File: src/rtl/mem_stage_defines.svh
`ifndef MEM_STAGE_DEFINES_SVH
`define MEM_STAGE_DEFINES_SVH

// Datapath and bus width
`define MEM_XLEN 32

// Decode vector from execute
`define DECODE_IS_WIDTH 2
`define DECODE_IS_LOAD  0
`define DECODE_IS_STORE 1

// RISC-V mcause values for memory exceptions
`define EXC_LOAD_MISALIGNED    5'd4
`define EXC_LOAD_ACCESS_FAULT  5'd5
`define EXC_STORE_MISALIGNED   5'd6
`define EXC_STORE_ACCESS_FAULT 5'd7
`define EXC_LOAD_PAGE_FAULT    5'd13
`define EXC_STORE_PAGE_FAULT   5'd15

`endif
File: src/rtl/mem_bus_pkg.sv
`include "mem_stage_defines.svh"

package mem_bus_pkg;

    typedef logic [`MEM_XLEN-1:0]   addr_t;
    typedef logic [`MEM_XLEN-1:0]   data_t;
    typedef logic [`MEM_XLEN/8-1:0] strb_t;  // One bit per byte lane

    typedef logic [1:0] resp_t;   // OKAY is zero
    typedef logic [2:0] prot_t;   // Bit 0 privileged

    // mcause value reported with kill
    typedef logic [4:0] cause_t;

    // Transaction state of the open instruction
    typedef enum logic [1:0] {
        MS_ISSUE,      // AR or AW/W still pending
        MS_WAIT,       // Waiting for R or B
        MS_DONE_HOLD   // Execute is moving on
    } mem_state_t;

    localparam resp_t RESP_OKAY = 2'b00;

endpackage

File: src/rtl/cpu_decode_pkg.sv
`include "mem_stage_defines.svh"

package cpu_decode_pkg;

    // One bit per memory operation class
    typedef logic [`DECODE_IS_WIDTH-1:0] decode_t;

    // Destination register, instr[11:7]
    typedef logic [4:0] reg_idx_t;

    // Size in [1:0], unsigned in [2]
    typedef logic [2:0] funct3_t;

    // Privilege level, 0 user, 3 machine
    typedef logic [1:0] priv_t;

    localparam funct3_t F3_BYTE = 3'b000;
    localparam funct3_t F3_HALF = 3'b001;
    localparam funct3_t F3_WORD = 3'b010;

    localparam priv_t PRIV_USER = 2'd0;

endpackage

File: src/rtl/mem_stage.sv
`timescale 1ns/1ps
`include "mem_stage_defines.svh"

module mem_stage (
    input  logic                     clk,
    input  logic                     rst_n,
    input  cpu_decode_pkg::priv_t    csr_priv_i,

    // From execute
    input  logic                     e2m_instr_valid_i,
    input  mem_bus_pkg::data_t       e2m_instr_i,
    input  cpu_decode_pkg::decode_t  e2m_decode_i,
    input  mem_bus_pkg::addr_t       e2m_addr_i,
    input  mem_bus_pkg::data_t       e2m_store_data_i,

    // To writeback
    output logic                     m2wb_rd_write_o,
    output cpu_decode_pkg::reg_idx_t m2wb_rd_waddr_o,
    output mem_bus_pkg::data_t       m2wb_rd_wdata_o,

    // Pipeline control
    output logic                     stall_o,
    output logic                     kill_o,
    output mem_bus_pkg::cause_t      exc_cause_o,

    output logic                     m_axi_awvalid_o,
    input  logic                     m_axi_awready_i,
    output mem_bus_pkg::addr_t       m_axi_awaddr_o,
    output logic [7:0]               m_axi_awlen_o,
    output logic [2:0]               m_axi_awsize_o,
    output logic [1:0]               m_axi_awburst_o,
    output mem_bus_pkg::prot_t       m_axi_awprot_o,

    output logic                     m_axi_wvalid_o,
    input  logic                     m_axi_wready_i,
    output mem_bus_pkg::data_t       m_axi_wdata_o,
    output mem_bus_pkg::strb_t       m_axi_wstrb_o,
    output logic                     m_axi_wlast_o,

    input  logic                     m_axi_bvalid_i,
    output logic                     m_axi_bready_o,
    input  mem_bus_pkg::resp_t       m_axi_bresp_i,
    input  logic                     m_axi_buser_i,   // Set for page fault

    output logic                     m_axi_arvalid_o,
    input  logic                     m_axi_arready_i,
    output mem_bus_pkg::addr_t       m_axi_araddr_o,
    output logic [7:0]               m_axi_arlen_o,
    output logic [2:0]               m_axi_arsize_o,
    output logic [1:0]               m_axi_arburst_o,
    output mem_bus_pkg::prot_t       m_axi_arprot_o,

    input  logic                     m_axi_rvalid_i,
    output logic                     m_axi_rready_o,
    input  mem_bus_pkg::data_t       m_axi_rdata_i,
    input  mem_bus_pkg::resp_t       m_axi_rresp_i,
    input  logic                     m_axi_ruser_i    // Set for page fault
);

    mem_bus_pkg::mem_state_t  state_q, state_d;
    logic                     aw_sent_q, aw_sent_d;
    logic                     w_sent_q, w_sent_d;

    cpu_decode_pkg::funct3_t  funct3;
    logic                     is_load;
    logic                     is_store;
    logic                     load_misaligned;
    logic                     store_misaligned;
    logic                     misaligned;
    logic                     aw_done;
    logic                     w_done;
    logic                     complete;
    logic                     bus_err;
    logic                     page_err;
    mem_bus_pkg::prot_t       prot;

    assign funct3          = e2m_instr_i[14:12];
    assign m2wb_rd_waddr_o = e2m_instr_i[11:7];

    assign is_load  = e2m_decode_i[`DECODE_IS_LOAD];
    assign is_store = e2m_decode_i[`DECODE_IS_STORE] && !is_load;

    assign misaligned = (is_load && load_misaligned) || (is_store && store_misaligned);

    load_align u_load_align (
        .addr_i       (e2m_addr_i),
        .funct3_i     (funct3),
        .rdata_i      (m_axi_rdata_i),
        .misaligned_o (load_misaligned),
        .load_data_o  (m2wb_rd_wdata_o)
    );

    store_align u_store_align (
        .addr_i       (e2m_addr_i),
        .funct3_i     (funct3),
        .store_data_i (e2m_store_data_i),
        .misaligned_o (store_misaligned),
        .wdata_o      (m_axi_wdata_o),
        .wstrb_o      (m_axi_wstrb_o)
    );

    // Single beat, 4 bytes, INCR on both channels
    assign m_axi_awlen_o   = 8'd0;
    assign m_axi_arlen_o   = 8'd0;
    assign m_axi_awsize_o  = 3'b010;
    assign m_axi_arsize_o  = 3'b010;
    assign m_axi_awburst_o = 2'b01;
    assign m_axi_arburst_o = 2'b01;
    assign m_axi_wlast_o   = m_axi_wvalid_o;

    assign prot           = {2'b00, csr_priv_i != cpu_decode_pkg::PRIV_USER};
    assign m_axi_awprot_o = prot;
    assign m_axi_arprot_o = prot;
    assign m_axi_awaddr_o = e2m_addr_i;
    assign m_axi_araddr_o = e2m_addr_i;

    assign aw_done = aw_sent_q || m_axi_awready_i;
    assign w_done  = w_sent_q || m_axi_wready_i;

    always_comb begin
        state_d         = state_q;
        aw_sent_d       = aw_sent_q;
        w_sent_d        = w_sent_q;
        m_axi_arvalid_o = 1'b0;
        m_axi_awvalid_o = 1'b0;
        m_axi_wvalid_o  = 1'b0;
        m_axi_rready_o  = 1'b0;
        m_axi_bready_o  = 1'b0;
        stall_o         = 1'b0;
        complete        = 1'b0;
        bus_err         = 1'b0;
        page_err        = 1'b0;
        case (state_q)
            mem_bus_pkg::MS_ISSUE: begin
                if (e2m_instr_valid_i) begin
                    if (misaligned) begin
                        complete = 1'b1;  // No bus access at all
                        state_d  = mem_bus_pkg::MS_DONE_HOLD;
                    end else if (is_load) begin
                        stall_o         = 1'b1;
                        m_axi_arvalid_o = 1'b1;
                        if (m_axi_arready_i)
                            state_d = mem_bus_pkg::MS_WAIT;
                    end else if (is_store) begin
                        stall_o         = 1'b1;
                        m_axi_awvalid_o = !aw_sent_q;
                        m_axi_wvalid_o  = !w_sent_q;
                        aw_sent_d       = aw_done;
                        w_sent_d        = w_done;
                        // AW and W may finish in either order
                        if (aw_done && w_done) begin
                            aw_sent_d = 1'b0;
                            w_sent_d  = 1'b0;
                            state_d   = mem_bus_pkg::MS_WAIT;
                        end
                    end
                end
            end
            mem_bus_pkg::MS_WAIT: begin
                if (is_load) begin
                    m_axi_rready_o = 1'b1;
                    stall_o        = !m_axi_rvalid_i;
                    complete       = m_axi_rvalid_i;
                    bus_err        = (m_axi_rresp_i != mem_bus_pkg::RESP_OKAY);
                    page_err       = m_axi_ruser_i;
                end else begin
                    m_axi_bready_o = 1'b1;
                    stall_o        = !m_axi_bvalid_i;
                    complete       = m_axi_bvalid_i;
                    bus_err        = (m_axi_bresp_i != mem_bus_pkg::RESP_OKAY);
                    page_err       = m_axi_buser_i;
                end
                if (complete)
                    state_d = mem_bus_pkg::MS_DONE_HOLD;
            end
            mem_bus_pkg::MS_DONE_HOLD: begin
                // Hold off whatever execute presents next for one cycle
                stall_o = e2m_instr_valid_i;
                state_d = mem_bus_pkg::MS_ISSUE;
            end
            default: state_d = mem_bus_pkg::MS_ISSUE;
        endcase
    end

    assign kill_o = complete && (misaligned || bus_err);
    assign m2wb_rd_write_o = complete && is_load && !misaligned && !bus_err
                             && (m2wb_rd_waddr_o != 5'd0);

    // Misaligned wins, bus error decides between page and access fault
    always_comb begin
        if (misaligned)
            exc_cause_o = is_load ? `EXC_LOAD_MISALIGNED : `EXC_STORE_MISALIGNED;
        else if (is_load)
            exc_cause_o = page_err ? `EXC_LOAD_PAGE_FAULT : `EXC_LOAD_ACCESS_FAULT;
        else
            exc_cause_o = page_err ? `EXC_STORE_PAGE_FAULT : `EXC_STORE_ACCESS_FAULT;
    end

    always_ff @(posedge clk) begin
        if (rst_n) begin  // Active high
            state_q   <= mem_bus_pkg::MS_ISSUE;
            aw_sent_q <= 1'b0;
            w_sent_q  <= 1'b0;
        end else begin
            state_q   <= state_d;
            aw_sent_q <= aw_sent_d;
            w_sent_q  <= w_sent_d;
        end
    end

endmodule

File: src/rtl/store_align.sv
`timescale 1ns/1ps

module store_align (
    input  mem_bus_pkg::addr_t      addr_i,
    input  cpu_decode_pkg::funct3_t funct3_i,
    input  mem_bus_pkg::data_t      store_data_i,
    output logic                    misaligned_o,
    output mem_bus_pkg::data_t      wdata_o,
    output mem_bus_pkg::strb_t      wstrb_o
);

    always_comb begin
        case (funct3_i[1:0])
            2'b01:   misaligned_o = addr_i[0];
            2'b10:   misaligned_o = (addr_i[1:0] != 2'b00);
            default: misaligned_o = 1'b0;
        endcase
    end

    // Copy the low bytes into every lane so the strobe alone places them
    always_comb begin
        case (funct3_i)
            cpu_decode_pkg::F3_BYTE: begin
                wdata_o = {4{store_data_i[7:0]}};
                wstrb_o = mem_bus_pkg::strb_t'(4'b0001 << addr_i[1:0]);
            end
            cpu_decode_pkg::F3_HALF: begin
                wdata_o = {2{store_data_i[15:0]}};
                wstrb_o = addr_i[1] ? 4'b1100 : 4'b0011;
            end
            cpu_decode_pkg::F3_WORD: begin
                wdata_o = store_data_i;
                wstrb_o = 4'b1111;
            end
            default: begin
                wdata_o = store_data_i;
                wstrb_o = 4'b0000;  // Not a store size
            end
        endcase
    end

endmodule

File: src/rtl/load_align.sv
`timescale 1ns/1ps

module load_align (
    input  mem_bus_pkg::addr_t      addr_i,
    input  cpu_decode_pkg::funct3_t funct3_i,
    input  mem_bus_pkg::data_t      rdata_i,
    output logic                    misaligned_o,
    output mem_bus_pkg::data_t      load_data_o
);

    logic [7:0]  byte_lane;
    logic [15:0] half_lane;
    logic        is_unsigned;

    assign is_unsigned = funct3_i[2];  // LBU and LHU

    always_comb begin
        case (funct3_i[1:0])
            2'b01:   misaligned_o = addr_i[0];
            2'b10:   misaligned_o = (addr_i[1:0] != 2'b00);
            default: misaligned_o = 1'b0;
        endcase
    end

    // Pick the addressed lane from the bus word
    always_comb begin
        case (addr_i[1:0])
            2'b00:   byte_lane = rdata_i[7:0];
            2'b01:   byte_lane = rdata_i[15:8];
            2'b10:   byte_lane = rdata_i[23:16];
            default: byte_lane = rdata_i[31:24];
        endcase
    end

    assign half_lane = addr_i[1] ? rdata_i[31:16] : rdata_i[15:0];

    always_comb begin
        case (funct3_i[1:0])
            2'b00: begin
                if (is_unsigned)
                    load_data_o = {24'd0, byte_lane};
                else
                    load_data_o = {{24{byte_lane[7]}}, byte_lane};
            end
            2'b01: begin
                if (is_unsigned)
                    load_data_o = {16'd0, half_lane};
                else
                    load_data_o = {{16{half_lane[15]}}, half_lane};
            end
            default: load_data_o = rdata_i;  // Full word
        endcase
    end

endmodule

File: config.mk
export PLATFORM = sky130hd
export DESIGN_NAME = mem_stage
export DESIGN_NICKNAME = d
export VERILOG_FILES = /design/src/rtl/mem_bus_pkg.sv /design/src/rtl/cpu_decode_pkg.sv /design/src/rtl/mem_stage.sv /design/src/rtl/store_align.sv /design/src/rtl/load_align.sv
export VERILOG_INCLUDE_DIRS = /design/src /design/src/rtl
export SDC_FILE = /design/constraint.sdc
export NUM_CORES = 1
export LEC_CHECK = 0
export BUFFER_PORTS_ARGS = -buffer_cell sky130_fd_sc_hd__buf_2
export CAP_MARGIN = 30
export CORE_AREA = 4 4 126 128
export DETAILED_ROUTE_END_ITERATION = 10
export DIE_AREA = 0 0 130 132
export GPL_TIMING_DRIVEN = 0
export PLACE_DENSITY = 0.5
export REMOVE_ABC_BUFFERS = 1
export SETUP_SLACK_MARGIN = 0.2
export SLEW_MARGIN = 20
export SYNTH_ARGS = -nofsm -noshare
export SYNTH_HDL_FRONTEND = slang
export SYNTH_SLANG_ARGS = --single-unit
File: constraint.sdc
create_clock -name clk -period 4.9 [get_ports clk]
set_input_delay 0.49 -clock clk [delete_from_list [all_inputs] [get_ports clk]]
set_output_delay 0.49 -clock clk [all_outputs]
set_load 0.01 [all_outputs]
# Word-level counts from Yosys, hierarchy flattened
# Cells that the tools add are included.
[totals] register_bits=4 input_bits=146 out_inout_bits=183
[classes] n_eq_ne=13 shifts=1 n_mux=56 bitwise_logic=2 reduce_logical=31
[ops] op="one-hot mux 32 bit (2 select lines)" n=2
[ops] op="2-to-1 mux 32 bit" n=2
[ops] op="2-to-1 mux 1 bit" n=32
[ops] op="one-hot mux 8 bit (3 select lines)" n=1
[ops] op="2-to-1 mux 4 bit" n=5
[ops] op="2-to-1 mux 16 bit" n=1
[ops] op="2-to-1 mux 2 bit" n=8
[ops] op="!= test 4 bit (second input constant)" n=3
[ops] op="one-hot mux 4 bit (3 select lines)" n=1
[ops] op="AND reduction 5 bit" n=2
[ops] op="logical AND 1 bit" n=9
[ops] op="nonzero test 2 bit" n=4
[ops] op="zero test 1 bit" n=7
[ops] op="equality test 2 x 1 -> 1 bit (second input constant)" n=3
[ops] op="equality test 2 bit (second input constant)" n=3
[ops] op="zero test 2 bit" n=3
[ops] op="nonzero test 5 bit" n=1
[ops] op="logical OR 1 bit" n=4
[ops] op="!= test 2 bit (second input constant)" n=2
[ops] op="one-hot mux 1 bit (2 select lines)" n=2
[ops] op="one-hot mux 2 bit (2 select lines)" n=1
[ops] op="<< shifter 1 x 2 -> 4 bit (first input constant)" n=1
[ops] op="equality test 3 x 1 -> 1 bit (second input constant)" n=1
[ops] op="equality test 3 x 2 -> 1 bit (second input constant)" n=1
[ops] op="3 further kinds" n=4

# Longest topological paths before layout
# Gate-level depths: netlist of the first run.
[logic_depth] depth_word=11 depth_mapped=9 ltp_nobuf=6

# Modules after synthesis
# A second synthesis of the first run with hierarchy kept.
[unflattened] cells_unflattened=354 hier_area_um2=2570.0
[modules_own_cells] mod="mem_stage" n_inst=1 cells_each=157 area_each_um2=1187.4 seq_area_each_um2=80.1
[modules_own_cells] mod="load_align" n_inst=1 cells_each=131 area_each_um2=850.8 seq_area_each_um2=0.0
[modules_own_cells] mod="store_align" n_inst=1 cells_each=66 area_each_um2=531.8 seq_area_each_um2=0.0

# Least setup slack after synthesis of the first run
# Ideal clock, no wire load.
[synth_path] path_kind="input to output" from="input port e2m_instr_i[13]" to="output port m_axi_wdata_o[22]" arrival_ns=1.936 slack_ns=2.474 path_stages=8 path_buffers=3 cell_sequence="inv_1 -> ha_1 -> buf_4 -> nor2_1 -> or2_2 -> buf_4 -> buf_4 -> mux2_2"
[synth_via] elab_chain_cells=2
[synth_rtl] item="start, declared" line="mem_stage.sv:11" rtl="input mem_bus_pkg::data_t e2m_instr_i,"
[synth_rtl] item="equality test 3 x 1 -> 1 bit or zero test 3 bit (tied branches)" line="store_align.sv:22" rtl="case (funct3_i)"
[synth_rtl] item="one-hot mux 32 bit (2 select lines) *" line="store_align.sv:22"
[synth_rtl] item="end, declared" line="mem_stage.sv:36" rtl="output mem_bus_pkg::data_t m_axi_wdata_o,"
# Mark *: on every way between the ends. The rest lies on a longest branch, timed or not.

# Worst setup path after layout of the first run
[layout_path] from="input port e2m_instr_i[12]" to="output port m2wb_rd_wdata_o[30]"
[layout_via] elab_chain_cells=2
[layout_rtl] item="equality test 2 x 1 -> 1 bit or zero test 2 bit (tied branches)" line="load_align.sv:38" rtl="case (funct3_i[1:0])"
[layout_rtl] item="one-hot mux 32 bit (2 select lines) *" line="load_align.sv:38"
[layout_rtl] item="end, declared" line="mem_stage.sv:19" rtl="output mem_bus_pkg::data_t m2wb_rd_wdata_o,"
# Marked as above.

==> impl_metrics.env, run 1 <==
export IMPL_status="complete, no violations"
export IMPL_drt_iter0_drc=72
export IMPL_setup_viol=0
export IMPL_use_met1_pct=15.1
export IMPL_period_share_pct=69.0
export IMPL_r2r_start="state_q[1]$_SDFFE_PP0P_"
export IMPL_via_count=2505
export IMPL_timing_slew_headroom_pct=38.8
export IMPL_ant_nets=0
export IMPL_die_h_um=132
export IMPL_antenna_found_initial=1
export IMPL_grt_met2_usage_pct=15.6
export IMPL_syn_area_per_cell_um2=7.31
export IMPL_netlist_area_mm2=0.00224
export IMPL_overflow=0
export IMPL_drc=0
export IMPL_crit_type="in -> out"
export IMPL_period_minus_slack_ns=3.38
export IMPL_synth_warning_count=0
export IMPL_cp_required_ns=4.41
export IMPL_power_frac_comb_pct=62.5
export IMPL_cpMaxStageDelayCell="a21oi_2"
export IMPL_ys_flop_type="dfxtp_1"
export IMPL_row_count=45
export IMPL_pwr_share_seq_pct=8.2
export IMPL_place_inst=581
export IMPL_cp_max_fo=16
export IMPL_grt_usage_pct=12.0
export IMPL_seq_area_frac_synth_pct=3.58
export IMPL_ctsHtreeMaxLevel=1
export IMPL_final_cell_mix="buf_2 (182), conb_1 (32), mux2_2 (18), a21o_1 (17)"
export IMPL_drt_wl_total_um=11500
export IMPL_cp_end_kind="output pin"
export IMPL_grt_max_degree=29
export IMPL_cts_setup_buffers=0
export IMPL_critPathLaunchType="input pin"
export IMPL_p_leak_uw=0.00153
export IMPL_fillers=1734
export IMPL_fmax_ghz=0.296
export IMPL_busiest_layer="met2"
export IMPL_fin_setup_tns_ns=0
export IMPL_worst_slew_pin_slew_ns=0.918
export IMPL_drive_above_1_share_pct=54.5
export IMPL_layout_cells_non_filler=584
export IMPL_synth_cells=306
export IMPL_grt_pass1_wl_um=15300
export IMPL_dpl_hpwl_um=9620
export IMPL_wire_per_inst_um=19.6
export IMPL_cts_tree="yes"
export IMPL_layout_area_overhead_vs_synth_pct=19.6
export IMPL_cp_startpoint="e2m_instr_i[12]"
export IMPL_fp_dieArea_mm2=0.0172
export IMPL_via_per_inst=4.29
export IMPL_power_switching_uw=180
export IMPL_grt_met3_usage_pct=10.0
export IMPL_initial_utilization_pct=15.1
export IMPL_hold_path_class="in -> reg"
export IMPL_worst_path_buf_inv=3
export IMPL_layout_nets=547
export IMPL_cts_sinks=4
export IMPL_worstPathCellList="buf_2 > inv_1 > ha_1 > and2_1 > o21ai_0 > a21oi_2 > a21o_1 > buf_2"
export IMPL_cts_resized=0
export IMPL_crit_family="compound AO/OA/AOI/OAI gates"
export IMPL_utilization_pct=18.0
export IMPL_slowest_delay_ns=0.74
export IMPL_switching_share_pct=41.1
export IMPL_diodes=0
export IMPL_first_pass_iters=5
export IMPL_final_common_cell="buf_2"
export IMPL_crit_path_frequent_cell="buf_2"
export IMPL_worst_skew_pair_late_latency_ns=0.22
export IMPL_core_mm2=0.0149
export IMPL_arrival_ns=2.89
export IMPL_numPortBuffers=182
export IMPL_io_pins=329
export IMPL_cap_violations=0
export IMPL_cts_root_buf="clkbuf_16"
export IMPL_synthArstFlopShare_pct=0
export IMPL_p_int_uw=257
export IMPL_slew_violations=0
export IMPL_synth_cell_types=42
export IMPL_cts_buffers_inserted=3
export IMPL_hold_viol=0
export IMPL_clkSlewWorstSetupHoldPaths_ns=0.03
export IMPL_holdWs_ns=0.524
export IMPL_power_frac_clock_pct=29.3
export IMPL_power_density_mw_per_mm2=163
export IMPL_fin_skew_ns=0.000446
export IMPL_gp_congestion=0.800
export IMPL_grt_pass1_vias=2286
export IMPL_rsz0062_at_grt="false"
export IMPL_ys_seq_elements=4
export IMPL_vdd_ir_drop_max_mv=0.199
export IMPL_synth_edf_count=0
export IMPL_clk_path_buf_depth=2
export IMPL_cts_hold_fix_buffers=0
export IMPL_holdCritStartpoint="rst_n"
export IMPL_die_w_um=130
## state kept, by name, summed over array words and instances, names as in the netlist
name       cells
aw_sent_q      1
w_sent_q       1
state_q        2
## cell families (layout without fill, tap and decap cells)
family	Yosys count	after routing	synth area share, %
buffers and inverters	140	200	43.3
AOI/OAI and AO/OA	84	84	29.2
and+or+nand+nor	52	52	11.5
muxes	21	21	10.4
DFF	4	4	3.58
adders and majority gates	3	3	1.68
other	2	32	0.336
## area by class of cell
class	instances	area (um^2)	area share, %
multi-input combinational	192	1310	49.0
inverter	14	52.6	1.96
clock buffer	3	75.1	2.81
tap	188	235	8.79
sequential	4	80.1	2.99
timing repair buffer	183	922	34.5
## per-layer routing
| layer | wire length [um] | share of wire (%) |
|---|---|---|
| met1 | 4580 | 40 |
| met2 | 4360 | 38 |
| met3 | 2330 | 20 |
| met4 | 39 | 0.34 |
| met5 | 160 | 1.4 |
## worst register-to-register path: stages (launching register included)
cell	delay (ns)
dfxtp_1	0.37
or3b_1	0.46
nor4_2	0.35
a21oi_1	0.13
a211oi_1	0.23
## Yosys cell counts (2+ instances only)
cell      instances  area [um^2]
buf_4           115          863
mux2_2           18          203
a21o_1           17          128
inv_1            14         52.6
nand2_1          14         52.6
nor2_1           14         52.6
o21ai_0          13         65.1
a22oi_1          10         75.1
a21oi_1           9         45.0
a22o_1            8         70.1
a221o_1           7         70.1
clkbuf_1          7         26.3
a222oi_1          6         60.1
nor3_1            5         25.0
dfxtp_1           4         80.1
nor2b_1           4         25.0
or2_2             4         25.0
buf_2             3         15.0
ha_1              3         37.5
mux2i_1           3         30.0
a211oi_1          2         15.0
and3_1            2         12.5
conb_1            2         7.51
nand2b_1          2         12.5
o21bai_1          2         15.0
o22ai_1           2         12.5
## worst paths after layout
path                                                end  slack [ns]  cells past startpoint
worst max register to register   aw_sent_q$_SDFFE_PP0P_        3.28                      4
worst max-delay path                m2wb_rd_wdata_o[30]        1.52                      8
worst min register to register    w_sent_q$_SDFFE_PP0P_        0.54                      2
worst min-delay path            state_q[1]$_SDFFE_PP0P_        0.52                      2
## per-stage QoR
step | power [uW] | cell area [um^2] | setup WS, ns
6_report | 437 | 2680 | 1.52
5_1_grt | 466 | 2680 | 1.27
4_1_cts | 440 | 2680 | 1.36
3_5_place_dp | 311 | 2600 | 1.36
3_3_place_gp | 309 | 2580 | 0.318
2_1_floorplan | 170 | 1430 | 1.78
## power by group through the flow
stage,sequential (uW),clock (uW),combinational (uW)
final,35.9,128,273
after CTS,35.8,128,276
after global placement,36.3,0,273
after global routing,36.1,130,300
after detailed placement,36.2,0,275
after floorplan,35.8,0,134
Note: power is estimated with default switching activity, not from simulation.
==> run 2: changes to the inputs <==
PLACE_DENSITY = 0.51   (was 0.5)
clock period = 2.8 ns   (was 4.9 ns; I/O delays follow)
==> impl_metrics.env, run 2 (same netlist as run 1, synthesis figures left out) <==
export IMPL_top_regs="state_q (2), aw_sent_q (1), w_sent_q (1)"
export IMPL_io_pins=329
export IMPL_cp_required_ns=2.52
export IMPL_row_count=45
export IMPL_power_density_mw_per_mm2=279
export IMPL_drive_above_1_share_pct=55.1
export IMPL_fillers=1711
export IMPL_cp_max_fo=18
export IMPL_drc=0
export IMPL_worst_slew_pin_slew_ns=0.636
export IMPL_p_total_uw=763
export IMPL_dpl_hpwl_um=9220
export IMPL_grt_max_degree=30
export IMPL_place_inst=581
export IMPL_overflow=0
export IMPL_grt_pass1_vias=2284
export IMPL_placed_area_mm2=0.00260
export IMPL_worstPathCellList="buf_2 > mux2_2 > mux2i_1 > nor3_2 > buf_4 > a221o_1 > buf_2"
export IMPL_cts_tree="yes"
export IMPL_ctsHtreeMaxLevel=1
export IMPL_preCtsSetupSlack_ns=-0.328
export IMPL_grt_pass1_wl_um=14900
export IMPL_via_per_inst=4.25
export IMPL_antenna_found_initial=0
export IMPL_gp_congestion=0.763
export IMPL_holdWs_ns=0.309
export IMPL_drt_iter0_drc=78
export IMPL_cp_end_kind="output pin"
export IMPL_cap_violations=0
export IMPL_cts_hold_fix_buffers=0
export IMPL_numPortBuffers=182
export IMPL_final_common_cell="buf_2"
export IMPL_p_leak_uw=0.00154
export IMPL_period_minus_slack_ns=2.39
export IMPL_cts_root_buf="clkbuf_16"
export IMPL_arrival_ns=2.11
export IMPL_finalInstanceArea_mm2=0.00273
export IMPL_fmax_ghz=0.419
export IMPL_vdd_ir_drop_max_mv=0.527
export IMPL_setup_viol=0
export IMPL_crit_family="multiplexers"
export IMPL_rsz0062_at_grt="false"
export IMPL_die_w_um=130
export IMPL_layout_cells_non_filler=587
export IMPL_critPathLaunchType="input pin"
export IMPL_layout_area_overhead_vs_synth_pct=22.2
export IMPL_cts_buffers_inserted=3
export IMPL_worst_skew_pair_late_latency_ns=0.22
export IMPL_final_cell_mix="buf_2 (182), conb_1 (32), mux2_2 (18), a21o_1 (17)"
export IMPL_finalWorstSetupSlack_ns=0.411
export IMPL_clk_path_buf_depth=2
export IMPL_status="complete, no violations"
export IMPL_drt_wl_total_um=11200
export IMPL_core_mm2=0.0149
export IMPL_cpMaxStageDelayCell="mux2_2"
export IMPL_die_h_um=132
export IMPL_hold_viol=0
export IMPL_clkSlewWorstSetupHoldPaths_ns=0.03
export IMPL_ant_nets=0
export IMPL_top_register="state_q"
export IMPL_timing_slew_headroom_pct=57.6
export IMPL_grt_usage_pct=11.7
export IMPL_largest_register_ff_count=2
export IMPL_wire_per_inst_um=19.1
export IMPL_slew_violations=0
export IMPL_via_count=2496
export IMPL_slowest_delay_ns=0.43
export IMPL_hold_path_class="in -> reg"
export IMPL_period_share_pct=85.3
export IMPL_fin_skew_ns=0.00245
export IMPL_initial_utilization_pct=15.1
export IMPL_cts_sinks=4
export IMPL_fp_dieArea_mm2=0.0172
export IMPL_crit_type="in -> out"
export IMPL_first_pass_iters=4
export IMPL_worst_path_buf_inv=3
export IMPL_crit_path_frequent_cell="buf_2"
export IMPL_diodes=0
export IMPL_layout_nets=550
==> run 2: cell type report <==
class,instances,area (um^2),share of cell area (%)
Timing Repair Buffer,185,933,34.1
Clock buffer,3,75.1,2.75
Multi-Input combinational cell,193,1360,49.7
Sequential cell,4,80.1,2.93
Tap cell,188,235,8.60
Inverter,14,52.6,1.92
==> run 2: final timing paths <==
| path | slack (ns) | depth (start not counted) | startpoint | endpoint |
|---|---|---|---|---|
| max | 0.41 | 7 | e2m_addr_i[1] | m2wb_rd_wdata_o[13] |
| min | 0.31 | 2 | rst_n | w_sent_q$_SDFFE_PP0P_ |
| max reg2reg | 1.21 | 4 | state_q[1]$_SDFFE_PP0P_ | aw_sent_q$_SDFFE_PP0P_ |
| min reg2reg | 0.53 | 2 | aw_sent_q$_SDFFE_PP0P_ | aw_sent_q$_SDFFE_PP0P_ |
==> run 2: worst register-to-register path, delay by kind of cell (launching register included) <==
| family | cells | cell delay, ns |
|---|---|---|
| flip-flops | 1 | 0.36 |
| AND/OR/NAND/NOR | 2 | 0.82 |
| AO/OA/AOI/OAI | 2 | 0.32 |
==> run 2: where the power goes <==
part	internal [uW]	leakage (uW)	total, uW	switching (uW)
Combinational	213	0.00148	481	268
Clock	182	0.0000370	220	37.4
Sequential	59.7	0.0000325	62.7	3.02
Total	455	0.00154	763	309
==> run 2: timing repair <==
action | in CTS | in global routing
cloned | 1 | 0
pin swaps | 2 | 0
endpoints found under the setup margin | 46 | 11
gates resized for setup | 4 | 1
hold endpoints to repair | 0 | 0
setup buffers | 2 | 0
==> run 2: metal layers <==
| layer | vias to the layer above | GRT usage, % | share of wire (%) | wire length [um] |
|---|---|---|---|---|
| met3 | 6 | 9.52 | 21 | 2360 |
| met4 | 4 | 0.520 | 0.19 | 21 |
| met2 | 251 | 15.3 | 38 | 4220 |
| li1 | 1124 | - | - | - |
| met1 | 1111 | 15.1 | 40 | 4480 |
| met5 | - | 7.06 | 0.99 | 111 |
==> run 2: through the flow <==
stage          utilization [%]  TNS [ns]
2_1_floorplan                -         0
3_3_place_gp              17.4    -37.42
4_1_cts                   18.3         0
3_5_place_dp              17.5     -5.41
5_1_grt                   18.4         0
6_report                  18.4         0
